<file path="src/logic/core_pkg.sv">
package core_pkg;

  // Data and instruction widths
  localparam int XLEN = 32;

  typedef logic [XLEN-1:0] word_t;
  typedef logic [31:0]     inst_t;
  typedef logic [4:0]      reg_addr_t;

  // ALU operation codes
  typedef logic [3:0] alu_op_t;

  localparam alu_op_t ALU_ADD = 4'd0;
  localparam alu_op_t ALU_SUB = 4'd1;
  localparam alu_op_t ALU_AND = 4'd2;
  localparam alu_op_t ALU_OR  = 4'd3;
  localparam alu_op_t ALU_XOR = 4'd4;
  localparam alu_op_t ALU_SLT = 4'd5;
  localparam alu_op_t ALU_SLL = 4'd6;
  localparam alu_op_t ALU_SRL = 4'd7;

  // RISC-V base opcodes still decoded
  localparam logic [6:0] OPC_OP     = 7'b0110011;
  localparam logic [6:0] OPC_OP_IMM = 7'b0010011;
  localparam logic [6:0] OPC_LOAD   = 7'b0000011;
  localparam logic [6:0] OPC_STORE  = 7'b0100011;

  // Fetch buffer entries, also the credits held by the sender after reset
  localparam int FETCH_DEPTH = 4;

  // Data memory size in words
  localparam int DMEM_WORDS = 64;

  // Word index, taken from address bits 7:2
  typedef logic [$clog2(DMEM_WORDS)-1:0] dmem_index_t;

endpackage

</file>
<file path="src/logic/fetch_buffer.sv">
`timescale 1ns/1ps

module fetch_buffer (
  input  logic            i_clk,
  input  logic            i_reset,
  input  logic            i_inst_valid,
  input  core_pkg::inst_t i_inst,
  input  logic            i_stall,
  output logic            o_inst_valid,
  output core_pkg::inst_t o_inst,
  output logic            o_credit
);

  import core_pkg::*;

  inst_t                              entries [FETCH_DEPTH];
  logic [$clog2(FETCH_DEPTH)-1:0]     head;
  logic [$clog2(FETCH_DEPTH)-1:0]     tail;
  logic [$clog2(FETCH_DEPTH+1)-1:0]   count;
  logic                               pop;

  // Head is presented as soon as the queue holds anything
  assign o_inst_valid = (count != '0);
  assign o_inst       = entries[head];
  assign pop          = o_inst_valid && !i_stall;

  // One credit back per released instruction
  assign o_credit = pop;

  always_ff @(posedge i_clk) begin
    if (i_reset) begin
      head  <= '0;
      tail  <= '0;
      count <= '0;
    end else begin
      if (i_inst_valid) begin
        tail <= (tail == FETCH_DEPTH - 1) ? '0 : tail + 1'b1;
      end
      if (pop) begin
        head <= (head == FETCH_DEPTH - 1) ? '0 : head + 1'b1;
      end
      case ({i_inst_valid, pop})
        2'b10:   count <= count + 1'b1;
        2'b01:   count <= count - 1'b1;
        default: count <= count;
      endcase
    end
  end

  // Sender never exceeds its credits so the tail slot is always free
  always_ff @(posedge i_clk) begin
    if (i_inst_valid) begin
      entries[tail] <= i_inst;
    end
  end

endmodule

</file>
<file path="config.mk">
export PLATFORM = sky130hd
export DESIGN_NAME = fetch_buffer
export DESIGN_NICKNAME = d
export VERILOG_FILES = /design/src/logic/core_pkg.sv /design/src/logic/fetch_buffer.sv
export SDC_FILE = /design/constraint.sdc
export NUM_CORES = 1
export LEC_CHECK = 0
export ABC_CLOCK_PERIOD_IN_PS = 1800
export BUFFER_PORTS_ARGS = -buffer_cell sky130_fd_sc_hd__buf_2
export CORE_ASPECT_RATIO = 0.8
export CORE_MARGIN = 5
export CORE_UTILIZATION = 35
export CTS_CLUSTER_DIAMETER = 200
export DETAILED_ROUTE_END_ITERATION = 10
export GPL_TIMING_DRIVEN = 1
export PLACE_DENSITY_LB_ADDON = 0.12
export SYNTH_ARGS = -nofsm -noshare
export SYNTH_HDL_FRONTEND = slang
export SYNTH_SLANG_ARGS = --single-unit
</file>
<file path="constraint.sdc">
create_clock -name i_clk -period 1.8 [get_ports i_clk]
set_clock_uncertainty 0.15 [all_clocks]
set_input_delay 0.09 -clock i_clk [delete_from_list [all_inputs] [get_ports i_clk]]
set_output_delay 0.09 -clock i_clk [all_outputs]
set_load 0.1 [all_outputs]
</file>
== Yosys cells after proc, flatten, opt, wreduce, memory -nomap -nowiden ==
Memory sizes are Yosys's and may differ from the RTL's. A register that Yosys moved wholly into a read port is not among the register bits.
Cells that the tools add are included.
Cells by class
  multiplexer cells: 7
  $add $sub $neg: 4
  reductions and logical operators: 4
  equal/unequal tests: 4
Operators by type and width (count)
  $mux W2: 4
  $eq A2 B2 Y1 const B: 3
  $pmux W3 S2: 1
  $add A2 B1 Y2 const B: 2
  $add A3 B1 Y3 const B: 1
  $reduce_bool A3 Y1: 1
  $sub A3 B1 Y3 const B: 1
  $eq A2 B1 Y1 const B: 1
  $mux W1: 2
  $reduce_bool A2 Y1: 1
  $logic_and A1 B1 Y1: 1
  $logic_not A1 Y1: 1
Storage, ports and cells
  input port bits: 36
  memories kept: 1
  output and inout port bits: 34
  bits in writable memories: 128
  register bits: 7
Memories
  entries: words 4, bits a word 32, rd ports 1, clocked after Yosys merged registers in 1, wr ports 1, RTL line fetch_buffer.sv:16  | inst_t entries [FETCH_DEPTH];

== Depth between registers and ports, before layout ==
  depth after elaboration: 4
  gate-level depth with buffers: 8
  mapped depth without buffers: 8

== Least setup slack after synthesis ==
Ideal clock, no wire load.
  path type: reg-to-reg
  start: register count[0]
  end: register count[2]
  slack: -1.508 ns
  cell stages (with the launch flop): 9
  setup time: 0.070 ns
  data arrival time: 3.088 ns
  clock period less this slack: 3.308 ns
  buffers on the path: 0
  path through: dfxtp_1 nor3_1 nor2_1 ha_1 inv_1 fa_1 xor2_1 or3_1 a21oi_1
On the way
  cells in the longest elaborated chain, start to end: 4
Ends and longest elaborated chain
  from (decl): RTL line fetch_buffer.sv:19  | logic [$clog2(FETCH_DEPTH+1)-1:0] count;
  from (signal assigned): RTL line fetch_buffer.sv:43  | 2'b10: count <= count + 1'b1;
  from (signal assigned): RTL line fetch_buffer.sv:44  | 2'b01: count <= count - 1'b1;
  from (signal assigned): RTL line fetch_buffer.sv:45  | default: count <= count;
  $reduce_bool A3 Y1 *: RTL line fetch_buffer.sv:23  | assign o_inst_valid = (count != '0);
  $logic_and A1 B1 Y1 *: RTL line fetch_buffer.sv:25  | assign pop = o_inst_valid && !i_stall;
  net o_credit: RTL line fetch_buffer.sv:11  | output logic o_credit
  $eq A2 B1 Y1 / $eq A2 B2 Y1 (equally long branches): RTL line fetch_buffer.sv:42  | case ({i_inst_valid, pop})
  $pmux W3 S2 / $reduce_bool A2 Y1 (equally long branches)
Mark *: on every way through the listed nets, which the timed path passes. The rest lies on a longest branch.
A chain may end at the register's enable or synchronous reset.

==> metrics.yaml <==
run_status: "complete, but fails checks"
violations_in_the_final_reports: "setup timing"
numClockSinks: 137
flow.area_growth_from_synthesis_pct: 40.9
post_synth_num_cell_types: 21
postSynth.topFlopCell: "edfxtp_1"
start_util_pct: 35.7
routed_wire_length_per_instance_microns: 18.3
placedInstanceArea_sq_mm: 0.00605
synth_edf_count: 128
post_route_cells_drive_above_1_share_pct: 45.9
reg2reg_start: "count[2]"
crit_path_end_kind: "output port"
ctsLongestPathBuffers: 2
netlist.area_leader.share_pct: 75.2
min_period_over_period_pct: 112
final_area_sq_mm: 0.00720
ctsHtreeMaxLevel: 4
max_slew.worst_pin.slew_ps: 490
ys_async_sr_fraction_pct: 0
placement.io_buffers: 69
setup_violations: 33
tritoncts.num_buffers: 17
first_iter_violations: 145
finalWorstPathRequiredPeriod_ps: 2010
worst_skew_pair.late_latency_ps: 410
die-width_microns: 145
ys_seq_elements: 137
worst_path_clk_slew_ps: 60
post_layout_nets: 396
detail_route.first_pass.iterations: 4
drtAntennaViolNets: 0
grt_max_degree: 21
post-synth-top-count-cell: "edfxtp_1"
floorplan.io_pins: 70
setup_ws_ps: -209
yosysWarnings: 0
grt.overflow.total: 0
hold_path.startpoint: "i_inst_valid"
global_route.usage.total_pct: 12.6
cts_tree: "yes"
finalHoldViolCount: 0
grt_first_pass_wirelength_microns: 16200
detailed_place_hpwl_microns: 6160
final_cell_count_no_fill: 550
ir_worst_vdd_v: 0.00127
design.core.area_sq_mm: 0.0143
mappedNetlistNets: 259
grt_setup_unrepaired: "yes"
netlist_top_cells_count: "128 x edfxtp_1, 30 x mux4_2, 9 x dfxtp_1, 7 x inv_1"
die_area_sq_mm: 0.0171
worst_hold_slack_ps: 134
antenna_violations_before_repair: 0
yosysSeqAreaShare_pct: 78.8
synth_area_leaders: "edfxtp_1 75%, mux4_2 13%, dfxtp_1 3.5%"
cp_data_arrival_time_ps: 1770
final-max-slew-violation-count: 0
post-route-drc-count: 0
timing_worst_setup_path_type: "reg -> out"
num_vias: 2549
syn_area_sq_mm: 0.00511
gp_congestion: 0.638
critPathMaxFanout: 12
placed_cells: 479
max_freq_mhz: 498
first_global_vias: 2852
cts-root-buf: "clkbuf_16"
holdCritPathClass: "in -> reg"
post_synthesis_average_cell_area_sq_um: 23.7
placement_rows: 39
wirelength_microns: 10100
required_time_at_the_worst_slack_endpoint_ps: 1560
max-slew-margin-rel_pct: 67.6
place_ws_ps: -50.4
start_kind: "flip-flop"
yosys.area.top_type: "edfxtp_1"
power_leakage_nw: 2.51
die_height_microns: 118
power.density_cell_area_mw_per_mm2: 1590
synthesis.instances: 216
maxCapViolations: 0
antenna_cells: 0
detail_route.vias_per_cell: 4.63
## power breakdown
group / internal [W] / total [W] / switching [W]
clock: 0.00225 / 0.00350 / 0.00125
combinational: 0.00146 / 0.00415 / 0.00269
sequential: 0.00367 / 0.00377 / 0.0000965
## kinds of logic after synthesis
family	synth area share (%)
AOI/OAI and AO/OA	0.784
and+or+nand+nor	1.59
muxes	14.5
adders and majority gates	1.86
buffers and inverters	2.20
xor gates and xnor gates	0.343
DFF	78.8
## state kept, by name, indices dropped and copies added, names as in the netlist, named ones only
register,cells
entries,128
count,3
head,2
tail,2
## critical path, stage by stage (launching register included)
cell     delay, ps
dfxtp_4        420
buf_12         180
mux4_2         560
buf_8          200
## timing repair
action | in CTS | in global routing
pin swaps | 1 | 0
hold buffers | 35 | 0
endpoints found under the hold margin | 137 | 0
setup buffers | 3 | 0
resized for setup | 45 | 4
cloned | 1 | 0
setup endpoints to repair | 33 | 33
## metal layers
layer / part of all wire [%] / GRT usage [%] / vias to the layer above
met1: 49 / 17.3 / 1299
li1: - / - / 1172
met4: 1.1 / 4.55 / 0
met5: 0 / 0 / -
met2: 45 / 17.9 / 69
met3: 5.4 / 5.31 / 9
## through the flow
| step | power [W] | util (%) | TNS (ps) |
|---|---|---|---|
| 6_report | 0.0114 | 50.3 | -5490 |
| 5_1_grt | 0.0119 | 50.3 | -7930 |
| 4_1_cts | 0.0115 | 50.3 | -6830 |
| 3_5_place_dp | 0.00763 | 42.3 | -50.4 |
| 3_3_place_gp | 0.00763 | 42.3 | 0 |
| 2_1_floorplan | 0.00670 | - | -828 |
## path summary, 6_finish.rpt
check                                       to  slack [ps]  depth (start not counted)
worst max register to register        count[2]         -50                          8
worst max-delay path                o_inst[21]        -210                          3
worst min register to register       flip-flop         350                          2
worst min-delay path            entries[0][20]         130                          2
## layout by cell type, fill, tap and decap left out, drive strengths merged, types with 2 or more instances in the layout
cell type and n:
ha 6, nor2 6, dlygate4sd3 35, clkbuf 21, inv 7, a21oi 5, xor2 2, mux4 32
and2 4, bufinv 3, dfxtp 9, o21ai 3, clkinv 4, edfxtp 128, clkinvlp 4, buf 90
## final cells by class
cell class                 instances  area (sq um)
clock buffer                      21           460
clock inverter                    11           148
fill                            1154          7100
inverter                           7          26.3
multi-input combinational         65          1010
sequential                       137          4030
tap                              184           230
timing repair buffer             125          1290
(Power assumes the default switching activity.)
