<file path="src/logic/core_pkg.sv">
package core_pkg;

  // Data and instruction widths
  localparam int XLEN = 32;

  typedef logic [XLEN-1:0] word_t;
  typedef logic [31:0]     inst_t;
  typedef logic [4:0]      reg_addr_t;

  // ALU operation codes
  typedef logic [3:0] alu_op_t;

  localparam alu_op_t ALU_ADD = 4'd0;
  localparam alu_op_t ALU_SUB = 4'd1;
  localparam alu_op_t ALU_AND = 4'd2;
  localparam alu_op_t ALU_OR  = 4'd3;
  localparam alu_op_t ALU_XOR = 4'd4;
  localparam alu_op_t ALU_SLT = 4'd5;
  localparam alu_op_t ALU_SLL = 4'd6;
  localparam alu_op_t ALU_SRL = 4'd7;

  // RISC-V base opcodes still decoded
  localparam logic [6:0] OPC_OP     = 7'b0110011;
  localparam logic [6:0] OPC_OP_IMM = 7'b0010011;
  localparam logic [6:0] OPC_LOAD   = 7'b0000011;
  localparam logic [6:0] OPC_STORE  = 7'b0100011;

  // Fetch buffer entries, also the credits held by the sender after reset
  localparam int FETCH_DEPTH = 4;

  // Data memory size in words
  localparam int DMEM_WORDS = 64;

  // Word index, taken from address bits 7:2
  typedef logic [$clog2(DMEM_WORDS)-1:0] dmem_index_t;

endpackage

</file>
<file path="src/logic/execute_stage.sv">
`timescale 1ns/1ps

module execute_stage (
  input  logic                i_clk,
  input  logic                i_reset,
  input  logic                i_ex_valid,
  input  logic                i_ex_we,
  input  logic                i_ex_load,
  input  logic                i_ex_store,
  input  logic                i_ex_use_imm,
  input  core_pkg::alu_op_t   i_ex_alu_op,
  input  core_pkg::reg_addr_t i_ex_rd,
  input  core_pkg::reg_addr_t i_ex_rs1_addr,
  input  core_pkg::reg_addr_t i_ex_rs2_addr,
  input  core_pkg::word_t     i_ex_rs1,
  input  core_pkg::word_t     i_ex_rs2,
  input  core_pkg::word_t     i_ex_imm,
  input  logic                i_wb_valid,
  input  logic                i_wb_we,
  input  core_pkg::reg_addr_t i_wb_rd,
  input  core_pkg::word_t     i_wb_data,
  output logic                o_mem_valid,
  output logic                o_mem_we,
  output logic                o_mem_load,
  output logic                o_mem_store,
  output core_pkg::reg_addr_t o_mem_rd,
  output core_pkg::word_t     o_mem_result,
  output core_pkg::word_t     o_mem_store_data
);

  import core_pkg::*;

  word_t op_a;
  word_t rs2_fwd;
  word_t op_b;
  word_t alu_result;

  // Memory stage wins over writeback, loads in memory never forward
  function automatic word_t forward(input reg_addr_t addr, input word_t reg_value);
    word_t value;
    value = reg_value;
    if (o_mem_valid && o_mem_we && !o_mem_load && o_mem_rd == addr) begin
      value = o_mem_result;
    end else if (i_wb_valid && i_wb_we && i_wb_rd == addr) begin
      value = i_wb_data;
    end
    return value;
  endfunction

  always_comb begin
    op_a    = forward(i_ex_rs1_addr, i_ex_rs1);
    rs2_fwd = forward(i_ex_rs2_addr, i_ex_rs2);
    op_b    = i_ex_use_imm ? i_ex_imm : rs2_fwd;
  end

  // Also the effective address of loads and stores
  always_comb begin
    case (i_ex_alu_op)
      ALU_ADD: alu_result = op_a + op_b;
      ALU_SUB: alu_result = op_a - op_b;
      ALU_AND: alu_result = op_a & op_b;
      ALU_OR:  alu_result = op_a | op_b;
      ALU_XOR: alu_result = op_a ^ op_b;
      ALU_SLT: alu_result = {{(XLEN-1){1'b0}}, $signed(op_a) < $signed(op_b)};
      ALU_SLL: alu_result = op_a << op_b[4:0];
      ALU_SRL: alu_result = op_a >> op_b[4:0];
      default: alu_result = '0;
    endcase
  end

  always_ff @(posedge i_clk) begin
    if (i_reset) begin
      o_mem_valid <= 1'b0;
      o_mem_we    <= 1'b0;
      o_mem_load  <= 1'b0;
      o_mem_store <= 1'b0;
    end else begin
      o_mem_valid <= i_ex_valid;
      o_mem_we    <= i_ex_valid && i_ex_we;
      o_mem_load  <= i_ex_valid && i_ex_load;
      o_mem_store <= i_ex_valid && i_ex_store;
    end
  end

  always_ff @(posedge i_clk) begin
    o_mem_rd         <= i_ex_rd;
    o_mem_result     <= alu_result;
    o_mem_store_data <= rs2_fwd;
  end

endmodule

</file>
<file path="config.mk">
export PLATFORM = sky130hd
export DESIGN_NAME = execute_stage
export DESIGN_NICKNAME = d
export VERILOG_FILES = /design/src/logic/core_pkg.sv /design/src/logic/execute_stage.sv
export SDC_FILE = /design/constraint.sdc
export NUM_CORES = 1
export LEC_CHECK = 0
export BUFFER_PORTS_ARGS = -buffer_cell sky130_fd_sc_hd__buf_2
export CORE_ASPECT_RATIO = 0.7
export CORE_UTILIZATION = 25
export CTS_BUF_LIST = sky130_fd_sc_hd__clkbuf_16
export CTS_CLUSTER_DIAMETER = 40
export DETAILED_ROUTE_END_ITERATION = 8
export HOLD_SLACK_MARGIN = 0.12
export SYNTH_ARGS = -nofsm -noshare
export SYNTH_HDL_FRONTEND = slang
export SYNTH_SLANG_ARGS = --single-unit
</file>
<file path="constraint.sdc">
create_clock -name i_clk -period 15.46 [get_ports i_clk]
set_input_delay 1.546 -clock i_clk [delete_from_list [all_inputs] [get_ports i_clk]]
set_output_delay 1.546 -clock i_clk [all_outputs]
set_load 0.05 [all_outputs]
</file>
# [After elaboration in Yosys (flattened, before gate mapping)]
# Cells that the tools add are included.
[totals] ram_bits=0 rom_bits=0 memories=0 out_inout_bits=73 word_cells=44 ff_bits=73 in_bits=161 latchBits=0
[op_classes] div=0 addsub=2 n_mul=0 shift=2 n_eq_ne=11 bitwise_logic=3 mux=6 magnitude_cmp=1 n_reduce_logical=12
[ops] cell="$pmux 32 s8" n=1
[ops] cell="$mux 32" n=5
[ops] cell="$add 32x32->32" n=1
[ops] cell="$and 32x32->32" n=1
[ops] cell="$lt 32x32->1" n=1
[ops] cell="$or 32x32->32" n=1
[ops] cell="$shl 32x5->32" n=1
[ops] cell="$shr 32x5->32" n=1
[ops] cell="$sub 32x32->32" n=1
[ops] cell="$xor 32x32->32" n=1
[ops] cell="$eq 5x5->1" n=4
[ops] cell="$eq 4x3->1 const B" n=4
[ops] cell="$logic_and 1x1->1" n=10
[ops] cell="$eq 4x2->1 const B" n=2
[ops] cell="$eq 4x1->1 const B" n=1
[ops] cell="$logic_not 4->1" n=1
[ops] cell="$logic_not 1->1" n=1

# [Logic depth before layout (Yosys ltp)]
[depth] word_depth=7 mapped_depth=22 ltp_nobuf=19

# [Worst setup path after synthesis]
# OpenSTA, ideal clock, no wires.
[synth_path] kind="input to register" start="input port i_wb_rd[3]" end="register o_mem_result[30]" stages=19 required_ps=15323 arrival_ps=5944 setup_time_ps=137 path_slack_ps=9380 cell_sequence="xor2_1 -> nor4_4 -> a21boi_1 -> o311a_1 -> nor2_4 -> buf_2 -> buf_2 -> buf_1 -> ha_1 -> nor2b_1 -> o21ai_0 -> a21oi_1 -> o21ai_1 -> o21ai_0 -> a211oi_1 -> nor4_1 -> mux2_2 -> a2111oi_0 -> nand4_1"
[synth_via] elab_chain_len=7 elab_cells_between_ends=17 cone_classes="2 x add/sub; 2 x eq/ne; 2 x shift; 6 x mux; 3 x bitwise; 2 x reduce/logical"
[synth_lines] element="from (decl)" line="execute_stage.sv:20" text="input core_pkg::reg_addr_t i_wb_rd,"
[synth_lines] element="$eq 5x5->1" line="execute_stage.sv:44" text="end else if (i_wb_valid && i_wb_we && i_wb_rd == addr) begin"
[synth_lines] element="$logic_and 1x1->1" line="execute_stage.sv:44"
[synth_lines] element="$mux 32" line="execute_stage.sv:44"
[synth_lines] element="$mux 32" line="execute_stage.sv:42" text="if (o_mem_valid && o_mem_we && !o_mem_load && o_mem_rd == addr) begin"
[synth_lines] element="$mux 32" line="execute_stage.sv:53" text="op_b = i_ex_use_imm ? i_ex_imm : rs2_fwd;"
[synth_lines] element="$sub 32x32->32 (tied with other cells)" line="execute_stage.sv:60" text="ALU_SUB: alu_result = op_a - op_b;"
[synth_lines] element="$pmux 32 s8 *" line="execute_stage.sv:58" text="case (i_ex_alu_op)"
[synth_lines] element="via alu_result[30]" line="execute_stage.sv:36" text="word_t alu_result;"
[synth_lines] element="to (signal assigned)" line="execute_stage.sv:87" text="o_mem_result <= alu_result;"
[synth_lines] element="to (decl)" line="execute_stage.sv:27" text="output core_pkg::word_t o_mem_result,"
# Mark *: on every way through the listed nets, which the timed path passes. The rest lies on a longest branch.
# A chain may end at the register's enable or synchronous reset.

# [Final worst setup path]
[layout_path] start="input port i_wb_rd[1]" end="register o_mem_result[0]"
[layout_via] elab_chain_len=7 elab_cells_between_ends=18 cone_classes="2 x add/sub; 1 x order compare; 2 x eq/ne; 2 x shift; 6 x mux; 3 x bitwise; 2 x reduce/logical"
[layout_lines] element="$eq 5x5->1" line="execute_stage.sv:44"
[layout_lines] element="$logic_and 1x1->1" line="execute_stage.sv:44"
[layout_lines] element="$mux 32" line="execute_stage.sv:44"
[layout_lines] element="$mux 32" line="execute_stage.sv:42"
[layout_lines] element="$mux 32" line="execute_stage.sv:53"
[layout_lines] element="$sub 32x32->32 (tied with other cells)" line="execute_stage.sv:60"
[layout_lines] element="$pmux 32 s8 *" line="execute_stage.sv:58"
[layout_lines] element="via alu_result[0]" line="execute_stage.sv:36"
# Marks and branches as above.

==> out/metrics.cfg <==
[run_status]
status = finished, violations left
violations = max-capacitance violations

[setup_path]
crit_end = o_mem_result[0]$_DFF_P_
crit_path_max_fanout = 30
worstPathRequired_ps = 15700
critical_path_arrival_ps = 8020
rr_startpoint = o_mem_rd[1]$_DFF_P_
crit_path_start_kind = primary input
r2r_end = o_mem_result[16]$_DFF_P_
r2r_slack_ps = 8790
critPathCaptureType = flip-flop
path_class = in -> reg
reg2reg_depth = 22
crit_path_start = i_wb_rd[1]

[synthesis]
netlist_instances = 1776
synth_largest_area_cell = dfxtp_1
yosysSeqAreaShare = 0.120
syn_area_mm2 = 0.0122
synth_edf_count = 0
synthDistinctLibCells = 85
synth.avg_cell_area_um2 = 6.88
synthArstFlopShare = 0
synth-main-ff-cell = dfxtp_1
synth_top_area_frac = 0.120
syn-num-nets = 2044
synth_seq_cells = 73
synthTopCellsByArea = dfxtp_1 12%, ha_1 11%, o21ai_0 6.2%
yosys_warnings = 0

[drt]
dr.first_iter.drc_count = 2580
ant_nets = 0
vias = 16253
routed_wl_mm = 78.3
drc = 0
wl_per_cell_um = 30.1
avgViaCountPerCell = 6.26
drtPass1Iterations = 9

[sta]
fin_crit_ps = 7780
tns_ps = 0
hold_viol = 0
maxSlewViolCount = 0
setup_violations = 0
worstMarginPinSlew_ps = 1470
fin_crit_sh = 0.503
max-slew-margin-rel = 0.0101
skew_ps = 18.0
fmax_mhz = 129
rsz0062_at_grt = false

[finish]
layout_commonest_cell = buf_2
syn_to_final_growth_pct = 17.9
multi_input_area_mm2 = 0.00990
drive_above_1_share = 0.201
nets = 2202
final_cell_mix = 233 x buf_2, 177 x nand2_1, 152 x o21ai_0, 116 x nand3_1, 110 x a21oi_1
final.fill_count = 5276
regArea_mm2 = 0.00146

[placed_design]
place_hpwl_mm = 62.2
globalplace.congestion = 1.11
portBuffers = 233

[power]
peakVddDrop_mv = 0.0548
p_per_area_mw_per_mm2 = 74.6
netSwitchingFraction = 0.540
switchingPower_mw = 0.580
p_seq_frac = 0.215
power.total_mw = 1.07
p_int_mw = 0.495
power.share.clock = 0.195
combPwrFrac = 0.590
leakagePower_nw = 6.14

[cts]
cts_hold_buf = 0
htree_levels = 3
cts_sinks = 73
clock-root-buffer = clkbuf_16
cts_setup_buffers = 0
worst_setup_hold_path_clk_slew_ps = 80
clk_path_buf_depth = 2
post_cts_resized = 0
numCtsBuffers = 9
cts_tree = yes
clock_latency_ps = 380

[global_route]
grt_pass1_wl_mm = 109
first_global_vias = 14500
gr-usage-all-layers = 0.303
grt_start_max_net_pins = 61
antenna_found_initial = 6
globalRouteOverflowTotal = 0

[floorplanning]
start_util = 0.254
dieArea_mm2 = 0.0498
rows = 67
die_h_um = 187
dieWidth_um = 266
pin_count = 234
coreArea_mm2 = 0.0480

[run]
max-cap-violations = 1

[worst_hold_path]
hold_class = reg -> reg

cells in the mapped netlist (16+ instances only):
master,number
a31oi_1,50
inv_1,93
a21oi_1,110
mux2_2,29
a211oi_1,35
clkbuf_1,103
dfxtp_1,73
o211ai_1,47
o221ai_1,22
nand3_1,116
nor2_1,105
nor2b_1,16
o21bai_1,20
mux2i_1,61
ha_1,105
a221oi_1,26
buf_2,29
o21ai_0,152
xnor2_1,24
nor3_1,88
nand2_1,178
power by group through the flow:
stage	registers (mW)	logic, mW	clock network [mW]
after CTS	0.230	0.600	0.213
after detailed placement	0.234	0.597	0
after floorplan	0.291	0.311	0
after global routing	0.232	0.652	0.218
final	0.231	0.635	0.210
after global placement	0.234	0.600	0
layer usage:
metal / wire [um] / part of all wire / vias up / global-route usage
met2: 29200 / 0.37 / 1280 / 0.386
met4: 2290 / 0.029 / 4 / 0.0800
li1: - / - / 6955 / -
met3: 12800 / 0.16 / 148 / 0.145
met5: 23 / 0.00029 / - / 0.00193
met1: 34000 / 0.43 / 7866 / 0.438
registers in the layout, indices dropped and copies added (netlist names):
| name | count |
|---|---|
| o_mem_valid | 1 |
| o_mem_store | 1 |
| o_mem_load | 1 |
| o_mem_store_data | 32 |
| o_mem_result | 32 |
| o_mem_rd | 5 |
| o_mem_we | 1 |
cells by family (layout without fill, tap and decap cells):
| family | count (synthesis) | after routing | synth area share |
|---|---|---|---|
| and+or+nand+nor | 595 | 595 | 0.231 |
| adders and majority gates | 107 | 107 | 0.111 |
| buffers and inverters | 239 | 402 | 0.0776 |
| DFF | 73 | 73 | 0.120 |
| other | 0 | 4 | 0 |
| muxes | 98 | 98 | 0.0908 |
| AOI/OAI and AO/OA | 628 | 628 | 0.344 |
| xor gates and xnor gates | 36 | 36 | 0.0258 |
worst max-delay path, cell delays in order:
cell       delay [ps]
buf_2             120
xor2_1            160
nor2_1            440
nand2_2           730
mux2_2            570
o31ai_4           180
buf_4             370
inv_2             310
fa_1              490
nor2b_1           120
o21ai_0           100
a21oi_1           290
o21ai_1           280
o21ai_0           440
a211oi_1          230
o31ai_1           670
a211oi_1          280
a311oi_1          500
o2111ai_1         160
stage by stage:
| stage | utilization | area (um^2) | instances | hold slack (ps) | setup WS (ps) |
|---|---|---|---|---|---|
| finish | 0.300 | 14400 | 2598 | 500 | 7680 |
| global route | 0.300 | 14400 | 2595 | 537 | 7470 |
| CTS | 0.300 | 14400 | 2594 | 494 | 8010 |
| detailed placement | 0.294 | 14100 | 2578 | 486 | 7630 |
| global placement | 0.294 | 14100 | 2578 | 506 | 7730 |
| floorplan | - | 12200 | 1776 | 677 | 9380 |
how the worst min path moves through the flow:
stage                                  start                           end  slack, ps  cells past startpoint
floorplan            o_mem_result[1]$_DFF_P_   o_mem_store_data[1]$_DFF_P_        680                      2
global placement    o_mem_result[10]$_DFF_P_  o_mem_store_data[10]$_DFF_P_        510                      2
detailed placement   o_mem_result[3]$_DFF_P_   o_mem_store_data[3]$_DFF_P_        490                      2
CTS                  o_mem_result[3]$_DFF_P_   o_mem_store_data[3]$_DFF_P_        490                      2
global route        o_mem_result[11]$_DFF_P_  o_mem_store_data[11]$_DFF_P_        540                      2
finish               o_mem_result[3]$_DFF_P_   o_mem_store_data[3]$_DFF_P_        500                      2
area by class of cell:
type | count | area share
Tap cell | 655 | 0.0569
Clock buffer | 9 | 0.0156
Antenna cell | 4 | 0.000695
Timing Repair Buffer | 288 | 0.110
Sequential cell | 73 | 0.101
Inverter | 98 | 0.0255
Clock inverter | 7 | 0.00321
Multi-Input combinational cell | 1464 | 0.687
Note: power is estimated with default switching activity, not from simulation.
