`src/logic/core_pkg.sv`:
```
package core_pkg;

  // Data and instruction widths
  localparam int XLEN = 32;

  typedef logic [XLEN-1:0] word_t;
  typedef logic [31:0]     inst_t;
  typedef logic [4:0]      reg_addr_t;

  // ALU operation codes
  typedef logic [3:0] alu_op_t;

  localparam alu_op_t ALU_ADD = 4'd0;
  localparam alu_op_t ALU_SUB = 4'd1;
  localparam alu_op_t ALU_AND = 4'd2;
  localparam alu_op_t ALU_OR  = 4'd3;
  localparam alu_op_t ALU_XOR = 4'd4;
  localparam alu_op_t ALU_SLT = 4'd5;
  localparam alu_op_t ALU_SLL = 4'd6;
  localparam alu_op_t ALU_SRL = 4'd7;

  // RISC-V base opcodes still decoded
  localparam logic [6:0] OPC_OP     = 7'b0110011;
  localparam logic [6:0] OPC_OP_IMM = 7'b0010011;
  localparam logic [6:0] OPC_LOAD   = 7'b0000011;
  localparam logic [6:0] OPC_STORE  = 7'b0100011;

  // Fetch buffer entries, also the credits held by the sender after reset
  localparam int FETCH_DEPTH = 4;

  // Data memory size in words
  localparam int DMEM_WORDS = 64;

  // Word index, taken from address bits 7:2
  typedef logic [$clog2(DMEM_WORDS)-1:0] dmem_index_t;

endpackage

```
`src/logic/decode_stage.sv`:
```
`timescale 1ns/1ps

module decode_stage (
  input  logic                i_clk,
  input  logic                i_reset,
  input  logic                i_inst_valid,
  input  core_pkg::inst_t     i_inst,
  input  logic                i_wb_we,
  input  core_pkg::reg_addr_t i_wb_rd,
  input  core_pkg::word_t     i_wb_data,
  output logic                o_stall,
  output logic                o_ex_valid,
  output logic                o_ex_we,
  output logic                o_ex_load,
  output logic                o_ex_store,
  output logic                o_ex_use_imm,
  output core_pkg::alu_op_t   o_ex_alu_op,
  output core_pkg::reg_addr_t o_ex_rd,
  output core_pkg::reg_addr_t o_ex_rs1_addr,
  output core_pkg::reg_addr_t o_ex_rs2_addr,
  output core_pkg::word_t     o_ex_rs1,
  output core_pkg::word_t     o_ex_rs2,
  output core_pkg::word_t     o_ex_imm
);

  import core_pkg::*;

  logic [6:0] opcode;
  logic [2:0] funct3;
  reg_addr_t  rd;
  reg_addr_t  rs1_addr;
  reg_addr_t  rs2_addr;
  word_t      rs1_data;
  word_t      rs2_data;
  word_t      imm;
  alu_op_t    funct_op;
  alu_op_t    alu_op;
  logic       funct_ok;
  logic       we;
  logic       is_load;
  logic       is_store;
  logic       use_imm;
  logic       uses_rs1;
  logic       uses_rs2;
  logic       load_use;
  logic       take;

  assign opcode   = i_inst[6:0];
  assign rd       = i_inst[11:7];
  assign funct3   = i_inst[14:12];
  assign rs1_addr = i_inst[19:15];
  assign rs2_addr = i_inst[24:20];

  register_file register_file_i (
    .i_clk      (i_clk),
    .i_reset    (i_reset),
    .i_we       (i_wb_we),
    .i_waddr    (i_wb_rd),
    .i_wdata    (i_wb_data),
    .i_rs1_addr (rs1_addr),
    .i_rs2_addr (rs2_addr),
    .o_rs1      (rs1_data),
    .o_rs2      (rs2_data)
  );

  // ALU operation from funct3, sub only for register-register
  always_comb begin
    funct_op = ALU_ADD;
    funct_ok = 1'b1;
    case (funct3)
      3'b000:  funct_op = (opcode == OPC_OP && i_inst[30]) ? ALU_SUB : ALU_ADD;
      3'b001:  funct_op = ALU_SLL;
      3'b010:  funct_op = ALU_SLT;
      3'b100:  funct_op = ALU_XOR;
      3'b101:  funct_op = ALU_SRL;
      3'b110:  funct_op = ALU_OR;
      3'b111:  funct_op = ALU_AND;
      default: funct_ok = 1'b0;
    endcase
  end

  // Unknown encodings fall through as no-ops with we low
  always_comb begin
    we       = 1'b0;
    is_load  = 1'b0;
    is_store = 1'b0;
    use_imm  = 1'b0;
    uses_rs1 = 1'b0;
    uses_rs2 = 1'b0;
    alu_op   = ALU_ADD;
    imm      = {{20{i_inst[31]}}, i_inst[31:20]};
    case (opcode)
      OPC_OP: begin
        we       = funct_ok;
        uses_rs1 = 1'b1;
        uses_rs2 = 1'b1;
        alu_op   = funct_op;
      end
      OPC_OP_IMM: begin
        we       = funct_ok;
        use_imm  = 1'b1;
        uses_rs1 = 1'b1;
        alu_op   = funct_op;
      end
      OPC_LOAD: begin
        we       = 1'b1;
        is_load  = 1'b1;
        use_imm  = 1'b1;
        uses_rs1 = 1'b1;
      end
      OPC_STORE: begin
        is_store = 1'b1;
        use_imm  = 1'b1;
        uses_rs1 = 1'b1;
        uses_rs2 = 1'b1;
        imm      = {{20{i_inst[31]}}, i_inst[31:25], i_inst[11:7]};
      end
      default: ;
    endcase
    if (rd == '0) begin
      we = 1'b0;
    end
  end

  // Load in execute whose result the head needs
  assign load_use = o_ex_valid && o_ex_load && o_ex_we &&
                    ((uses_rs1 && rs1_addr == o_ex_rd) ||
                     (uses_rs2 && rs2_addr == o_ex_rd));
  assign o_stall  = i_inst_valid && load_use;
  assign take     = i_inst_valid && !load_use;

  always_ff @(posedge i_clk) begin
    if (i_reset) begin
      o_ex_valid <= 1'b0;
      o_ex_we    <= 1'b0;
      o_ex_load  <= 1'b0;
      o_ex_store <= 1'b0;
    end else begin
      // Bubble when nothing is taken
      o_ex_valid <= take;
      o_ex_we    <= take && we;
      o_ex_load  <= take && is_load;
      o_ex_store <= take && is_store;
    end
  end

  always_ff @(posedge i_clk) begin
    o_ex_use_imm  <= use_imm;
    o_ex_alu_op   <= alu_op;
    o_ex_rd       <= rd;
    o_ex_rs1_addr <= rs1_addr;
    o_ex_rs2_addr <= rs2_addr;
    o_ex_rs1      <= rs1_data;
    o_ex_rs2      <= rs2_data;
    o_ex_imm      <= imm;
  end

endmodule

```
`src/logic/register_file.sv`:
```
`timescale 1ns/1ps

module register_file (
  input  logic                i_clk,
  input  logic                i_reset,
  input  logic                i_we,
  input  core_pkg::reg_addr_t i_waddr,
  input  core_pkg::word_t     i_wdata,
  input  core_pkg::reg_addr_t i_rs1_addr,
  input  core_pkg::reg_addr_t i_rs2_addr,
  output core_pkg::word_t     o_rs1,
  output core_pkg::word_t     o_rs2
);

  import core_pkg::*;

  word_t regs [1:31];

  always_ff @(posedge i_clk) begin
    if (i_reset) begin
      for (int i = 1; i < 32; i++) begin
        regs[i] <= '0;
      end
    end else if (i_we && i_waddr != '0) begin
      regs[i_waddr] <= i_wdata;
    end
  end

  // x0 reads zero, a same-cycle write is passed straight through
  assign o_rs1 = (i_rs1_addr == '0) ? '0 :
                 (i_we && i_waddr == i_rs1_addr) ? i_wdata : regs[i_rs1_addr];
  assign o_rs2 = (i_rs2_addr == '0) ? '0 :
                 (i_we && i_waddr == i_rs2_addr) ? i_wdata : regs[i_rs2_addr];

endmodule

```
`config.mk`:
```
export PLATFORM = sky130hd
export DESIGN_NAME = decode_stage
export DESIGN_NICKNAME = d
export VERILOG_FILES = /design/src/logic/core_pkg.sv /design/src/logic/decode_stage.sv /design/src/logic/register_file.sv
export SDC_FILE = /design/constraint.sdc
export NUM_CORES = 2
export LEC_CHECK = 0
export BUFFER_PORTS_ARGS = -buffer_cell sky130_fd_sc_hd__clkbuf_2
export CAP_MARGIN = 20
export CORE_AREA = 2 2 408 410
export DETAILED_ROUTE_END_ITERATION = 12
export DIE_AREA = 0 0 410 412
export MAX_ROUTING_LAYER = met4
export SLEW_MARGIN = 20
export SYNTH_ARGS = -nofsm -noshare
export SYNTH_HDL_FRONTEND = slang
export SYNTH_SLANG_ARGS = --single-unit
```
`constraint.sdc`:
```
create_clock -name i_clk -period 5.63 [get_ports i_clk]
set_input_delay 0.8445 -clock i_clk [delete_from_list [all_inputs] [get_ports i_clk]]
set_output_delay 0.8445 -clock i_clk [all_outputs]
set_load 0.01 [all_outputs]
```
Yosys cells after proc, flatten, opt, wreduce, memory -nomap -nowiden
Memory sizes are Yosys's and may differ from the RTL's.
Index checks and enable logic that the tools add are counted.
Operators by class
  muxes and demuxes: 21
  reduce and logical (&&, ||, !) cells: 27
  equal/unequal tests: 14
Operator list (count)
  $mux 32: 3
  $reduce_or 32->1: 1
  $pmux 3 s7: 1
  $eq 5x5->1: 4
  $logic_not 5->1: 3
  $eq 7x6->1 const B: 2
  $logic_and 1x1->1: 14
  $mux 1: 14
  $eq 3x3->1 const B: 4
  $mux 5: 2
  $eq 7x2->1 const B: 1
  $eq 7x5->1 const B: 1
  $reduce_or 7->1: 1
  $reduce_bool 5->1: 1
  $reduce_or 2->1: 2
  $reduce_or 4->1: 1
  $eq 3x1->1 const B: 1
  $eq 3x2->1 const B: 1
  $logic_not 3->1: 1
  $reduce_or 3->1: 1
  $pmux 1 s2: 1
  $logic_not 1->1: 1
  $logic_or 1x1->1: 1
Storage, ports and cells
  output and inout port bits: 121
  RAM bits: 992
  word-level logic and storage cells: 75
  register bits after elaboration: 100
  input bits: 73
  memories: 1
Memories
  register_file_i.regs: words 31, width 32, read ports 2, clocked after memory_dff 0, write ports 31, line register_file.sv:17  | word_t regs [1:31];

Logic depth before layout (Yosys ltp)
  depth after elaboration: 9
  gate-level depth with buffers: 9
  mapped depth without buffers: 5

Hierarchy
A second synthesis with hierarchy kept.
Second synthesis, totals
  cells, all modules: 4001
  area, all modules: 57709.1 sq um
Modules (own cells, without submodules)
  register_file: area an instance 55182.9 sq um, seq. area each 30749.5 sq um, times used 1, cells an instance 3829
  decode_stage: area an instance 2526.2 sq um, seq. area each 1981.9 sq um, times used 1, cells an instance 172

Least setup slack after synthesis
Ideal clock, no wire load.
  kind: input-to-output
  start: input port i_inst[15]
  end: output port o_stall
  stages: 8
  arrival: 2.160 ns
  data required time: 4.786 ns
  path buffers: 4
  path slack: 2.626 ns
  path through: buf_4 buf_6 buf_6 buf_6 xor2_1 nor3_1 a32oi_1 nor3b_1
Between the ends
  longest elaborated chain between the ends: 5
Ends and longest elaborated chain
  start, declared: line decode_stage.sv:7  | input core_pkg::inst_t i_inst,
  $eq 5x5->1: line decode_stage.sv:127  | ((uses_rs1 && rs1_addr == o_ex_rd) ||
  $logic_and 1x1->1: line decode_stage.sv:127
  $logic_or 1x1->1: line decode_stage.sv:127
  $logic_and 1x1->1: line decode_stage.sv:126  | assign load_use = o_ex_valid && o_ex_load && o_ex_we &&
  $logic_and 1x1->1: line decode_stage.sv:129  | assign o_stall = i_inst_valid && load_use;
  end, declared: line decode_stage.sv:11  | output logic o_stall,
No other way between the ends.

Worst setup path after layout
  start: input port i_inst[18]
  end: output port o_stall
Same word-level chain as after synthesis.

==> metrics <==
Synth warnings 0; Final Hold Viols 0; # setup viols final 0; DRT antenna net count 0; initial antenna violation count 20; drt total wl 198400 um; Post-CTS Resized 0; status finished, final reports clean; PnR worst setup slack 2045 ps; top cells by area, synth edfxtp_1 (54%), mux4_2 (20%), and2_1 (11%); Mapped Area 0.05738 sq mm; Max Slew Vio Count 0; largest net degree at the start of global routing 86; row cnt 149; first drt pass iteration count 6; EDFF count, synth 1024; Die ar. 0.1689 sq mm; first-pass GRT wire length 274700 um; wl on met1 80470 um; WL/cell 32.69 um; Max-cap violations 0; RSZ-0062 raised after global routing false; Synth top cells by count edfxtp_1 (1024), and2_1 (994), mux4_2 (510), clkbuf_1 (268), o22ai_1 (124); setup bufs post-CTS 0; DRC errors left 0; uppermost layer routed met4; cell taking the most area after synthesis edfxtp_1; critical path required time 4790 ps; H-tree depth 4; DR vias 35728; actual slew at the worst max-slew pin 1187 ps; DP Worst Slack 1787 ps; ys flop type edfxtp_1; cells after synthesis 3733; core box area 0.1642 sq mm; Die X 410 um; Worst-Skew Late Latency 760 ps; DP HPWL 125800 um; post-layout util 39.49%; CP Launch Type input port; GR Util All Layers 23.83%; sequential area share after synthesis 57.05%; ys async rst share 0%; layout cells sized above 1 29.58%; Leak 22.09 nW; Fin Setup TNS 0 ps; FF+latch count, synth 1123; CP Max Fanout 40; Synth top area share 53.59%; fin crit share 63.68%; clock sinks 1123; Register Area 0.03273 sq mm; PortBufs 192; post-synth cell types 45; most common cell in the netlist edfxtp_1; initial core utilization 34.93%; Setup Crit Path Kind input port to primary output; met2 routed WL 88220 um; P&R area growth vs syn 13.04%; CTS Buf Count 130; IO Pins 194; Crit. End Element primary output; number of global-route vias before repair 34324; placer congestion estimate 0.9345; CTS Buffer Depth 3; root buf cell clkbuf_16; syn_area_per_cell 15.37 sq um; Tightest Hold Check Type input port to flop; hold-fix buffers at CTS 0; Power Density 325.7 mW/mm^2; Slew Limit Headroom 20.66%; clock transition at the registers of the reported paths 60 ps; total grt overflow 0; Initial DRC Count 5517; routed wire length on met3 23700 um; footprint of the multi-input gates 0.02304 sq mm; Final nets 3845; die height 412 um; DR vias/cell 5.887; Max VDD drop 0.2470 mV; min cycle time layout 3585 ps; CTS tree done; max frequency 278.9 MHz; Clock Skew 20.24 ps; critical path arrival 2740 ps; FILL cells 14876
[metal layers]
metal	up-vias	track usage, %
li1	14397	-
met4	0	6.763
met3	293	6.313
met5	-	-
met1	18742	32.87
met2	2296	34.61
[worst max-delay path: stages]
cell      delay (ps)
buf_4            460
buf_4            570
xor2_1           140
nor3_1           210
a32oi_1          100
nor3b_1          220
clkbuf_2         160
[through the flow]
| stage | cells | total power, mW | hold slack (ps) | cell area (sq um) |
|---|---|---|---|---|
| floorplan | 3765 | 11.39 | 625.1 | 57500 |
| global placement | 5828 | 12.53 | 713.7 | 60530 |
| detailed placement | 5829 | 12.56 | 719.3 | 60540 |
| CTS | 6063 | 21.17 | 148.7 | 64840 |
| global route | 6066 | 21.62 | 161.6 | 64850 |
| finish | 6069 | 21.12 | 193.1 | 64860 |
[registers in the layout (all words and copies together), names as in the netlist, 3 cells and up]
register / count
o_ex_rs1_addr: 5
o_ex_rs2_addr: 5
o_ex_alu_op: 3
o_ex_rs2: 32
register_file_i.regs: 1024
o_ex_rd: 5
o_ex_rs1: 32
o_ex_imm: 12
[final timing paths]
kind	cells past startpoint	slack [ps]	endpoint	from
max	7	2040	o_stall	i_inst[18]
min	1	190	o_ex_imm[11]$_DFF_P_	i_inst[31]
max reg2reg	4	3350	o_ex_rs2[13]$_SDFF_PN0_	register_file_i.regs[28][13]$_SDFFCE_PN0P_
min reg2reg	3	730	o_ex_valid$_SDFF_PP0_	o_ex_we$_SDFF_PP0_
[final cells by class]
cell class | instances | share of cell area (%)
diodes | 6 | 0.02315
clock buffers | 166 | 5.515
clock inverters | 68 | 1.109
inverters | 2 | 0.01157
multi-input cells | 2218 | 35.53
flip-flops and latches | 1123 | 50.46
well taps | 2189 | 4.223
repair buffers | 297 | 3.125
[where the power goes]
group | leakage, nW | internal (mW) | switching [mW]
Combinational | 9.41 | 0.992 | 1.53
Clock | 2.10 | 5.14 | 3.54
Sequential | 10.6 | 9.60 | 0.315
[layout by cell type (no fill, tap or decap), types with 4 or more instances in the layout]
master      Yosys  final
o2111a_1       62     62
xor2_1         18     18
bufinv_16       0     14
clkinvlp_4      0      5
and2_1        994    994
nor2_1         43     12
conb_1          1     33
nor2b_1         4      4
buf_4          42     89
nand2_1        75     72
nor2_4          0     18
nand2b_2        0      4
nor3_1          4      4
o22ai_1       124    124
clkinv_2        0     22
clkbuf_8        0      7
nand4_1         4      4
or2_2          34     33
buf_12          0     17
o211ai_1       63     63
edfxtp_1     1024   1024
nor2_2          0     13
clkinv_1        0     17
clkbuf_2        0    184
mux4_2        510    510
clkbuf_16       0    137
clkbuf_1      268     25
inv_6           0      5
mux2_2         67     67
dfxtp_1        99     99
clkinv_4        0      5
nand3b_1        4      4
diode_2         0      6
o21ai_0        60     60
mux2i_1        71     71
nor4_1          5      5
o21ai_1         5      5
[kinds of logic after synthesis]
family | count (synthesis) | share of synthesized area (%)
muxes | 648 | 22.57
other | 1 | 0.006536
AOI/OAI and AO/OA | 328 | 4.150
and+or+nand+nor | 1188 | 12.50
xor gates and xnor gates | 21 | 0.3206
DFF | 1123 | 57.05
buffers and inverters | 424 | 3.404
(Power assumes the default switching activity.)
